### config.mk
export PLATFORM = sky130hd
export DESIGN_NAME = iir_biquad_system
export DESIGN_NICKNAME = d
export VERILOG_FILES = /design/src/hdl/biquad_pkg.sv /design/src/hdl/biquad_apb_slave.sv /design/src/hdl/oscillator.sv /design/src/hdl/sample_fifo.sv /design/src/hdl/iir_biquad.sv /design/src/hdl/iir_biquad_system.sv
export VERILOG_INCLUDE_DIRS = /design/src /design/src/hdl
export SDC_FILE = /design/constraint.sdc
export NUM_CORES = 2
export LEC_CHECK = 0
export BUFFER_PORTS_ARGS = -buffer_cell sky130_fd_sc_hd__buf_2
export CAP_MARGIN = 20
export CORE_ASPECT_RATIO = 1.2
export CORE_MARGIN = 2
export CORE_UTILIZATION = 45
export DETAILED_ROUTE_END_ITERATION = 10
export PLACE_DENSITY_LB_ADDON = 0.2
export REMOVE_ABC_BUFFERS = 1
export SYNTH_ARGS = -nofsm -noshare
export SYNTH_HDL_FRONTEND = slang
export SYNTH_SLANG_ARGS = --single-unit
### constraint.sdc
create_clock -name clk -period 13.2 [get_ports clk]
set_input_delay 0.66 -clock clk [delete_from_list [all_inputs] [get_ports clk]]
set_output_delay 0.66 -clock clk [all_outputs]
set_load 0.005 [all_outputs]
### src/hdl/biquad_params.svh
// offsets are byte addresses on an 8-bit APB address bus and the FIFO depth must be a power of two
`ifndef BIQUAD_PARAMS_SVH
`define BIQUAD_PARAMS_SVH

// data path
`define BQ_DATA_W      16
`define BQ_COEF_W      16
`define BQ_Q_BITS      14  // coefficient format is Q1.14
`define BQ_ACC_W       40
`define BQ_FIFO_DEPTH  4

// APB3
`define BQ_APB_ADDR_W  8
`define BQ_APB_DATA_W  32

// register map
`define BQ_REG_CTRL    8'h00  // enable, bypass, wave select
`define BQ_REG_PERIOD  8'h04
`define BQ_REG_STEP    8'h08
`define BQ_REG_AMP     8'h0C
`define BQ_REG_B0      8'h10
`define BQ_REG_B1      8'h14
`define BQ_REG_B2      8'h18
`define BQ_REG_A1      8'h1C
`define BQ_REG_A2      8'h20
`define BQ_REG_STATUS  8'h24  // bit 0 sticky overflow, write 1 to clear

`endif

### src/hdl/biquad_pkg.sv
// type widths follow biquad_params.svh and all sample and coefficient types are two's complement
`include "biquad_params.svh"

`default_nettype none

package biquad_pkg;

  typedef logic signed [`BQ_DATA_W-1:0] sample_t;  // audio sample
  typedef logic signed [`BQ_COEF_W-1:0] coef_t;    // fixed point coefficient
  typedef logic signed [`BQ_ACC_W-1:0]  acc_t;     // MAC accumulator

  typedef enum logic {
    WAVE_SAW    = 1'b0,
    WAVE_SQUARE = 1'b1
  } wave_sel_t;

endpackage

`default_nettype wire

### src/hdl/biquad_apb_slave.sv
// APB3 slave with no wait states, registers are 16 bits wide and read back zero extended
`include "biquad_params.svh"

`default_nettype none

module biquad_apb_slave
  import biquad_pkg::*;
(
  input  wire                          clk,
  input  wire                          arst_n,

  input  wire                          psel,
  input  wire                          penable,
  input  wire                          pwrite,
  input  wire  [`BQ_APB_ADDR_W-1:0]    paddr,
  input  wire  [`BQ_APB_DATA_W-1:0]    pwdata,
  output logic                         pready,
  output logic [`BQ_APB_DATA_W-1:0]    prdata,

  input  wire                          drop,

  output logic                         enable,
  output logic                         bypass,
  output wave_sel_t                    wave_sel,
  output logic [`BQ_DATA_W-1:0]        period,
  output logic [`BQ_DATA_W-1:0]        step,
  output sample_t                      amp,
  output coef_t                        b0,
  output coef_t                        b1,
  output coef_t                        b2,
  output coef_t                        a1,
  output coef_t                        a2
);

  localparam logic [`BQ_DATA_W-1:0] PERIOD_RST = `BQ_DATA_W'(16);
  localparam coef_t                 B0_RST     = coef_t'(1 << `BQ_Q_BITS);  // unity gain

  logic                      wr_access;
  logic                      overflow;
  logic [`BQ_APB_DATA_W-1:0] rd_data;

  ///////////////////////////////////////////////////////////////////////
  // bus handshake
  ///////////////////////////////////////////////////////////////////////

  assign wr_access = psel && penable && pwrite && pready;

  // pready and read data are set up during the setup phase
  always_ff @(posedge clk or negedge arst_n) begin
    if (!arst_n) begin
      pready <= 1'b0;
      prdata <= '0;
    end else begin
      pready <= psel && !penable;
      if (psel && !penable && !pwrite) begin
        prdata <= rd_data;
      end
    end
  end

  always_comb begin
    rd_data = '0;
    case (paddr)
      `BQ_REG_CTRL:   rd_data[2:0]            = {wave_sel, bypass, enable};
      `BQ_REG_PERIOD: rd_data[`BQ_DATA_W-1:0] = period;
      `BQ_REG_STEP:   rd_data[`BQ_DATA_W-1:0] = step;
      `BQ_REG_AMP:    rd_data[`BQ_DATA_W-1:0] = amp;
      `BQ_REG_B0:     rd_data[`BQ_COEF_W-1:0] = b0;
      `BQ_REG_B1:     rd_data[`BQ_COEF_W-1:0] = b1;
      `BQ_REG_B2:     rd_data[`BQ_COEF_W-1:0] = b2;
      `BQ_REG_A1:     rd_data[`BQ_COEF_W-1:0] = a1;
      `BQ_REG_A2:     rd_data[`BQ_COEF_W-1:0] = a2;
      `BQ_REG_STATUS: rd_data[0]              = overflow;
      default:        rd_data                 = '0;  // unmapped
    endcase
  end

  ///////////////////////////////////////////////////////////////////////
  // register file
  ///////////////////////////////////////////////////////////////////////

  always_ff @(posedge clk or negedge arst_n) begin
    if (!arst_n) begin
      enable   <= 1'b0;
      bypass   <= 1'b0;
      wave_sel <= WAVE_SAW;
      period   <= PERIOD_RST;
      step     <= '0;
      amp      <= '0;
      b0       <= B0_RST;
      b1       <= '0;
      b2       <= '0;
      a1       <= '0;
      a2       <= '0;
    end else if (wr_access) begin
      case (paddr)
        `BQ_REG_CTRL: begin
          enable   <= pwdata[0];
          bypass   <= pwdata[1];
          wave_sel <= wave_sel_t'(pwdata[2]);
        end
        `BQ_REG_PERIOD: period <= pwdata[`BQ_DATA_W-1:0];
        `BQ_REG_STEP:   step   <= pwdata[`BQ_DATA_W-1:0];
        `BQ_REG_AMP:    amp    <= sample_t'(pwdata[`BQ_DATA_W-1:0]);
        `BQ_REG_B0:     b0     <= coef_t'(pwdata[`BQ_COEF_W-1:0]);
        `BQ_REG_B1:     b1     <= coef_t'(pwdata[`BQ_COEF_W-1:0]);
        `BQ_REG_B2:     b2     <= coef_t'(pwdata[`BQ_COEF_W-1:0]);
        `BQ_REG_A1:     a1     <= coef_t'(pwdata[`BQ_COEF_W-1:0]);
        `BQ_REG_A2:     a2     <= coef_t'(pwdata[`BQ_COEF_W-1:0]);
        default: ;
      endcase
    end
  end

  // sticky overflow, a new drop beats a clear in the same cycle
  always_ff @(posedge clk or negedge arst_n) begin
    if (!arst_n) begin
      overflow <= 1'b0;
    end else if (drop) begin
      overflow <= 1'b1;
    end else if (wr_access && (paddr == `BQ_REG_STATUS) && pwdata[0]) begin
      overflow <= 1'b0;
    end
  end

  // pready only ever rises in the access phase of a selected transfer
  a_pready_in_access : assert property (
    @(posedge clk) disable iff (!arst_n)
    $rose(pready) |-> (psel && penable)
  );

endmodule

`default_nettype wire

### src/hdl/oscillator.sv
// first tick comes period+1 cycles after enable rises, a period of 0 or 1 ticks every cycle
`include "biquad_params.svh"

`default_nettype none

module oscillator
  import biquad_pkg::*;
(
  input  wire                    clk,
  input  wire                    arst_n,
  input  wire                    enable,
  input  wave_sel_t              wave_sel,
  input  wire  [`BQ_DATA_W-1:0]  period,
  input  wire  [`BQ_DATA_W-1:0]  step,
  input  sample_t                amp,
  output logic                   osc_valid,
  output sample_t                osc_sample
);

  logic [`BQ_DATA_W-1:0] tick_cnt;
  logic [`BQ_DATA_W-1:0] phase;
  logic [`BQ_DATA_W-1:0] phase_next;
  logic                  tick;

  function automatic sample_t wave_shape(wave_sel_t sel, logic [`BQ_DATA_W-1:0] ph, sample_t a);
    if (sel == WAVE_SQUARE) begin
      return ph[`BQ_DATA_W-1] ? -a : a;  // top phase bit picks the half period
    end
    return sample_t'(ph);                // sawtooth is the raw phase
  endfunction

  assign tick       = enable && (tick_cnt >= period);
  assign phase_next = phase + step;  // wraps modulo 2^16

  always_ff @(posedge clk or negedge arst_n) begin
    if (!arst_n) begin
      tick_cnt  <= '0;
      phase     <= '0;
      osc_valid <= 1'b0;
    end else begin
      osc_valid <= tick;  // one cycle per tick
      if (!enable) begin
        tick_cnt <= '0;
        phase    <= '0;
      end else if (tick) begin
        tick_cnt <= `BQ_DATA_W'(1);
        phase    <= phase_next;
      end else begin
        tick_cnt <= tick_cnt + 1'b1;
      end
    end
  end

  // sample is offered the cycle after the tick
  always_ff @(posedge clk) begin
    if (tick) begin
      osc_sample <= wave_shape(wave_sel, phase_next, amp);
    end
  end

endmodule

`default_nettype wire

### src/hdl/sample_fifo.sv
// depth comes from BQ_FIFO_DEPTH and must be a power of two, a sample offered while full is lost
`include "biquad_params.svh"

`default_nettype none

module sample_fifo
  import biquad_pkg::*;
(
  input  wire      clk,
  input  wire      arst_n,

  input  wire      in_valid,
  input  sample_t  in_sample,
  output logic     in_ready,
  output logic     drop,

  output logic     out_valid,
  input  wire      out_ready,
  output sample_t  out_sample
);

  localparam int               DEPTH   = `BQ_FIFO_DEPTH;
  localparam int               PTR_W   = $clog2(DEPTH);
  localparam logic [PTR_W:0]   DEPTH_C = (PTR_W + 1)'(DEPTH);

  sample_t          mem [DEPTH];
  logic [PTR_W-1:0] wr_ptr;
  logic [PTR_W-1:0] rd_ptr;
  logic [PTR_W:0]   count;
  logic             wr_en;
  logic             rd_en;

  assign in_ready   = (count != DEPTH_C);
  assign out_valid  = (count != '0);
  assign out_sample = mem[rd_ptr];  // stable until popped
  assign wr_en      = in_valid && in_ready;
  assign rd_en      = out_valid && out_ready;
  assign drop       = in_valid && !in_ready;

  always_ff @(posedge clk) begin
    if (wr_en) begin
      mem[wr_ptr] <= in_sample;
    end
  end

  always_ff @(posedge clk or negedge arst_n) begin
    if (!arst_n) begin
      wr_ptr <= '0;
      rd_ptr <= '0;
      count  <= '0;
    end else begin
      if (wr_en) wr_ptr <= wr_ptr + 1'b1;  // wraps at depth
      if (rd_en) rd_ptr <= rd_ptr + 1'b1;
      case ({wr_en, rd_en})
        2'b10:   count <= count + 1'b1;
        2'b01:   count <= count - 1'b1;
        default: count <= count;
      endcase
    end
  end

  // occupancy stays within the depth and matches the pointer distance
  a_count_in_range : assert property (
    @(posedge clk) disable iff (!arst_n)
    (count <= DEPTH_C) && (count[PTR_W-1:0] == PTR_W'(wr_ptr - rd_ptr))
  );

endmodule

`default_nettype wire

### src/hdl/iir_biquad.sv
// one sample every 7 cycles at most, coefficients and bypass are sampled when a sample is taken
`include "biquad_params.svh"

`default_nettype none

module iir_biquad
  import biquad_pkg::*;
(
  input  wire      clk,
  input  wire      arst_n,

  input  wire      x_valid,
  output logic     x_ready,
  input  sample_t  x,

  output logic     y_valid,
  output sample_t  y,

  input  wire      bypass,
  input  coef_t    b0,
  input  coef_t    b1,
  input  coef_t    b2,
  input  coef_t    a1,
  input  coef_t    a2
);

  localparam acc_t SAT_MAX = acc_t'(2 ** (`BQ_DATA_W - 1) - 1);
  localparam acc_t SAT_MIN = -acc_t'(2 ** (`BQ_DATA_W - 1));

  typedef enum logic [1:0] {
    S_IDLE,
    S_MAC,
    S_OUT
  } state_t;

  state_t  state;
  logic [2:0] mac_idx;
  logic    accept;

  // captured at accept
  sample_t x_q;
  coef_t   b0_q;
  coef_t   b1_q;
  coef_t   b2_q;
  coef_t   a1_q;
  coef_t   a2_q;
  logic    bypass_q;

  // filter history
  sample_t x1;
  sample_t x2;
  sample_t y1;
  sample_t y2;

  coef_t   mul_coef;
  sample_t mul_data;
  logic signed [`BQ_COEF_W+`BQ_DATA_W-1:0] prod;
  acc_t    acc;
  acc_t    acc_shift;
  sample_t y_sat;

  assign accept  = x_valid && x_ready;
  assign x_ready = (state == S_IDLE);
  assign y_valid = (state == S_OUT);
  assign y       = bypass_q ? x_q : y_sat;

  ///////////////////////////////////////////////////////////////////////
  // shared multiplier
  ///////////////////////////////////////////////////////////////////////

  always_comb begin
    mul_coef = b0_q;
    mul_data = x_q;
    case (mac_idx)
      3'd1:    {mul_coef, mul_data} = {b1_q, x1};
      3'd2:    {mul_coef, mul_data} = {b2_q, x2};
      3'd3:    {mul_coef, mul_data} = {a1_q, y1};  // feedback terms
      3'd4:    {mul_coef, mul_data} = {a2_q, y2};
      default: ;
    endcase
  end

  assign prod = mul_coef * mul_data;

  always_ff @(posedge clk) begin
    if (accept) begin
      x_q      <= x;
      b0_q     <= b0;
      b1_q     <= b1;
      b2_q     <= b2;
      a1_q     <= a1;
      a2_q     <= a2;
      bypass_q <= bypass;
      acc      <= '0;
    end else if (state == S_MAC) begin
      acc <= (mac_idx >= 3'd3) ? acc - prod : acc + prod;
    end
  end

  // back to Q0 and clamp to the sample range
  always_comb begin
    acc_shift = acc >>> `BQ_Q_BITS;
    if (acc_shift > SAT_MAX) begin
      y_sat = {1'b0, {(`BQ_DATA_W-1){1'b1}}};
    end else if (acc_shift < SAT_MIN) begin
      y_sat = {1'b1, {(`BQ_DATA_W-1){1'b0}}};
    end else begin
      y_sat = acc_shift[`BQ_DATA_W-1:0];
    end
  end

  ///////////////////////////////////////////////////////////////////////
  // sequencing and state update
  ///////////////////////////////////////////////////////////////////////

  always_ff @(posedge clk or negedge arst_n) begin
    if (!arst_n) begin
      state   <= S_IDLE;
      mac_idx <= '0;
      x1      <= '0;
      x2      <= '0;
      y1      <= '0;
      y2      <= '0;
    end else begin
      case (state)
        S_IDLE: begin
          mac_idx <= '0;
          if (accept) state <= S_MAC;
        end
        S_MAC: begin
          mac_idx <= mac_idx + 1'b1;
          if (mac_idx == 3'd4) state <= S_OUT;  // five products done
        end
        S_OUT: begin
          state <= S_IDLE;
          if (!bypass_q) begin
            x2 <= x1;
            x1 <= x_q;
            y2 <= y1;
            y1 <= y_sat;
          end
        end
        default: state <= S_IDLE;
      endcase
    end
  end

  // busy for six cycles after an accept with the result in the last one
  a_busy_window : assert property (
    @(posedge clk) disable iff (!arst_n)
    accept |=> (!x_ready [*5]) ##1 (!x_ready && y_valid) ##1 x_ready
  );

endmodule

`default_nettype wire

### src/hdl/iir_biquad_system.sv
// single APB3 slave at address 0, the filter output has no back-pressure
`include "biquad_params.svh"

`default_nettype none

module iir_biquad_system
  import biquad_pkg::*;
(
  input  wire                          clk,
  input  wire                          arst_n,

  input  wire                          psel,
  input  wire                          penable,
  input  wire                          pwrite,
  input  wire  [`BQ_APB_ADDR_W-1:0]    paddr,
  input  wire  [`BQ_APB_DATA_W-1:0]    pwdata,
  output logic                         pready,
  output logic [`BQ_APB_DATA_W-1:0]    prdata,

  output sample_t                      y,
  output logic                         y_valid
);

  // register outputs
  logic                  enable;
  logic                  bypass;
  wave_sel_t             wave_sel;
  logic [`BQ_DATA_W-1:0] period;
  logic [`BQ_DATA_W-1:0] step;
  sample_t               amp;
  coef_t                 b0;
  coef_t                 b1;
  coef_t                 b2;
  coef_t                 a1;
  coef_t                 a2;

  // oscillator to FIFO
  logic                  osc_valid;
  logic                  osc_ready;
  sample_t               osc_sample;
  logic                  drop;

  // FIFO to filter
  logic                  fifo_valid;
  logic                  fifo_ready;
  sample_t               fifo_sample;

  biquad_apb_slave apb_slave_i0 (
    .clk        ( clk         ), // input
    .arst_n     ( arst_n      ), // input
    .psel       ( psel        ), // input
    .penable    ( penable     ), // input
    .pwrite     ( pwrite      ), // input
    .paddr      ( paddr       ), // input
    .pwdata     ( pwdata      ), // input
    .pready     ( pready      ), // output
    .prdata     ( prdata      ), // output
    .drop       ( drop        ), // input
    .enable     ( enable      ), // output
    .bypass     ( bypass      ), // output
    .wave_sel   ( wave_sel    ), // output
    .period     ( period      ), // output
    .step       ( step        ), // output
    .amp        ( amp         ), // output
    .b0         ( b0          ), // output
    .b1         ( b1          ), // output
    .b2         ( b2          ), // output
    .a1         ( a1          ), // output
    .a2         ( a2          )  // output
  );

  oscillator oscillator_i0 (
    .clk        ( clk         ), // input
    .arst_n     ( arst_n      ), // input
    .enable     ( enable      ), // input
    .wave_sel   ( wave_sel    ), // input
    .period     ( period      ), // input
    .step       ( step        ), // input
    .amp        ( amp         ), // input
    .osc_valid  ( osc_valid   ), // output
    .osc_sample ( osc_sample  )  // output
  );

  sample_fifo sample_fifo_i0 (
    .clk        ( clk         ), // input
    .arst_n     ( arst_n      ), // input
    .in_valid   ( osc_valid   ), // input
    .in_sample  ( osc_sample  ), // input
    .in_ready   ( osc_ready   ), // output
    .drop       ( drop        ), // output
    .out_valid  ( fifo_valid  ), // output
    .out_ready  ( fifo_ready  ), // input
    .out_sample ( fifo_sample )  // output
  );

  iir_biquad iir_biquad_i0 (
    .clk        ( clk         ), // input
    .arst_n     ( arst_n      ), // input
    .x_valid    ( fifo_valid  ), // input
    .x_ready    ( fifo_ready  ), // output
    .x          ( fifo_sample ), // input
    .y_valid    ( y_valid     ), // output
    .y          ( y           ), // output
    .bypass     ( bypass      ), // input
    .b0         ( b0          ), // input
    .b1         ( b1          ), // input
    .b2         ( b2          ), // input
    .a1         ( a1          ), // input
    .a2         ( a2          )  // input
  );

endmodule

`default_nettype wire

==> impl_metrics.csv <==
group,metric,value,unit
grt,grt_pass1_vias,25000,
yosys,yosys.area.top_type,"dfrtp_1",
layout,antenna_cells,0,
timing,period_share,90.6,%
layout,nFillCells,6618,
clock_network,cts_tree,"built",
floorplan,start_util,45.4,%
run,max-cap-violations,0,
floorplan,die_w,253,um
floorplan,die_y,303,um
timing,final_max_slew_viol_count,0,
layout,mostFrequentLayoutCell,"nand2_1",
critical_path,r2r_slack,1.24,ns
routing,avgRoutedWirePerCell,20.2,um
routing,vias_per_cell,5.58,
timing,tightest_slew,1.14,ns
placed_design,port_buffers,62,
floorplan,ios,95,
layout,final_core_util,49.9,%
routing,antenna_left,0,
grt,antenna_found_initial,0,
clock_network,post-cts-setup-buffer-count,0,
timing,fmax,0.0836,GHz
yosys,syn_inst,3272,
clock_network,numCtsBuffers,49,
grt,grt_max_degree,115,
clock_network,clock-sinks,475,
routing,num_vias,24400,
clock_network,clockBufferDepth,3,
yosys,synthArstFlopShare,54.3,%
critical_path,slowest_delay,0.70,ns
grt,grt_first_pass_wirelength,139000,um
critical_path,setup.worst_path.class,"reg -> reg",
layout,layout_common_cells,"376 x nand2_1, 371 x inv_1, 310 x nor2_1",
run_status,outcome,"finished with violations",
placed_design,globalplace.congestion,0.923,
yosys,avgSynthCellArea,10.2,um2
clock_network,htree_levels,2,
layout,layout-drive-gt1-share,12.8,%
clock_network,cts-root-buf,"clkbuf_16",
timing,setup-violations-final,0,
timing,slew_headroom,23.9,%
critical_path,cp-end-kind,"flop",
critical_path,critPathSlowestCell,"o21ai_4",
yosys,synth_edf_count,177,
layout,reg_top3,"sample_fifo_i0.mem x64, iir_biquad_i0.acc x40",
routing,drtIter0Drc,1713,
layout,nNetsFinal,3801,
routing,routed_wirelength,88300,um
clock_network,clock_latency,0.63,ns
layout,largest_register_ffs,64,
timing,fin_skew,0.0573,ns
layout,top_register,"sample_fifo_i0.mem",
yosys,netlist_area,33500,um2
yosys,synth_top_area_share,19.1,%
routing,drc,1,
layout,area_growth,9.73,%
floorplan,die_area,76700,um2
yosys,ys_ff_latch,475,
timing,rsz0062_at_grt,"no",
timing,hold_viol,0,
timing,finalCriticalPeriod,11.96,ns
yosys,ys_seq_area_share,37.5,%
placed_design,dp_hpwl,65600,um
floorplan,core_area,73800,um2
critical_path,worstPathMaxFanout,53,
grt,grtUsageTotal,23.4,%
clock_network,path_clk_slew,0.07,ns
run_status,violations,"DRC",
hold_path,worstHoldPathType,"in -> async",
clock_network,cts_resized,0,
routing,drtPass1Iterations,8,
yosys,ys_top_cells_by_area,"dfrtp_1 19%, edfxtp_1 16%, fa_1 16%, ha_1 6.2%, mux2_2 4.5%",
critical_path,worst-endpoint-required,13.73,ns
grt,grt_overflow,0,
critical_path,critPathLaunchType,"flop",
yosys,synth_cell_types,96,
yosys,yosys_warnings,0,
yosys,ys.flop_type,"dfrtp_1",
critical_path,worstPathArrival,12.49,ns
clock_network,cts_hold_buf,0,
floorplan,rows,109,
timing,setup_tns,0,ns
-- routing by layer --
metal,vias to the layer above,part of all wire [%],global-route usage [%],routed length (um)
met5,-,0,0,0
met4,0,4.7,10.7,4170
met3,169,4.7,2.63,4120
met2,687,50,41.0,44400
met1,12300,40,29.2,35600
li1,11200,-,-,-
-- path summary, 6_finish.rpt --
kind | from | endpoint | depth (start not counted)
setup / recovery | iir_biquad_i0.mac_idx[1] | iir_biquad_i0.acc[39] | 41
hold / removal | arst_n | sample_fifo_i0.wr_ptr[1] | 1
setup reg to reg | iir_biquad_i0.mac_idx[1] | iir_biquad_i0.acc[39] | 41
hold reg to reg | apb_slave_i0.b0[6] | iir_biquad_i0.b0_q[6] | 0
max in group asynchronous | arst_n | apb_slave_i0.b1[6] | 2
min in group clk | penable | apb_slave_i0.pready | 2
-- cells in the mapped netlist (40+ instances only) --
cell        n
mux2_2    134
a21o_1     41
o21ai_0    95
xor2_1     58
dfrtp_1   256
nor2_1    310
a21oi_1   123
nand3_1    48
xnor2_1    65
dfxtp_1    40
fa_1      265
clkbuf_1  107
inv_1     372
a31oi_1    44
a22oi_1    68
ha_1      165
nand2_1   376
edfxtp_1  177
-- area by class of cell --
cell class | instances | area, um2 | area share [%]
Multi-Input combinational cell | 2299 | 19100 | 51.9
Sequential cell | 475 | 12600 | 34.2
Inverter | 373 | 1400 | 3.81
Clock buffer | 60 | 1320 | 3.58
Tap cell | 999 | 1250 | 3.40
Timing Repair Buffer | 128 | 863 | 2.35
Clock inverter | 32 | 300 | 0.816
-- logic make-up (layout without fill, tap and decap cells) --
group / count (synthesis) / in the layout / synth area share, %
adders and majority gates: 430 / 430 / 22.0
DFF: 475 / 475 / 37.5
xor gates and xnor gates: 123 / 123 / 3.21
and+or+nand+nor: 955 / 955 / 12.8
buffers and inverters: 513 / 593 / 5.94
other: 1 / 16 / 0.0112
AOI/OAI and AO/OA: 586 / 586 / 11.9
muxes: 189 / 189 / 6.74
-- metrics by stage --
| stage | worst slack, ns | area [um2] | hold slack, ns | instances |
|---|---|---|---|---|
| 2_1_floorplan | 1.48 | 33000 | 0.364 | 3147 |
| 3_3_place_gp | 1.57 | 35100 | 0.445 | 4271 |
| 3_5_place_dp | 1.39 | 35100 | 0.455 | 4272 |
| 4_1_cts | 1.30 | 36800 | 0.166 | 4364 |
| 5_1_grt | 0.379 | 36800 | 0.168 | 4366 |
| 6_report | 1.24 | 36800 | 0.126 | 4366 |
-- critical path, delay by kind of cell (launching register included) --
kind	cells	cell delay, ns
compound gates	10	3.42
buf+inv	7	0.75
simple gates	11	2.24
xor+xnor	2	0.52
flops	1	0.44
fa+ha+maj	9	4.06
mux	2	0.37
Power is left out: the tool's default activity adds up to more than one toggle a clock period on the data nets, which glitch-free logic cannot reach.
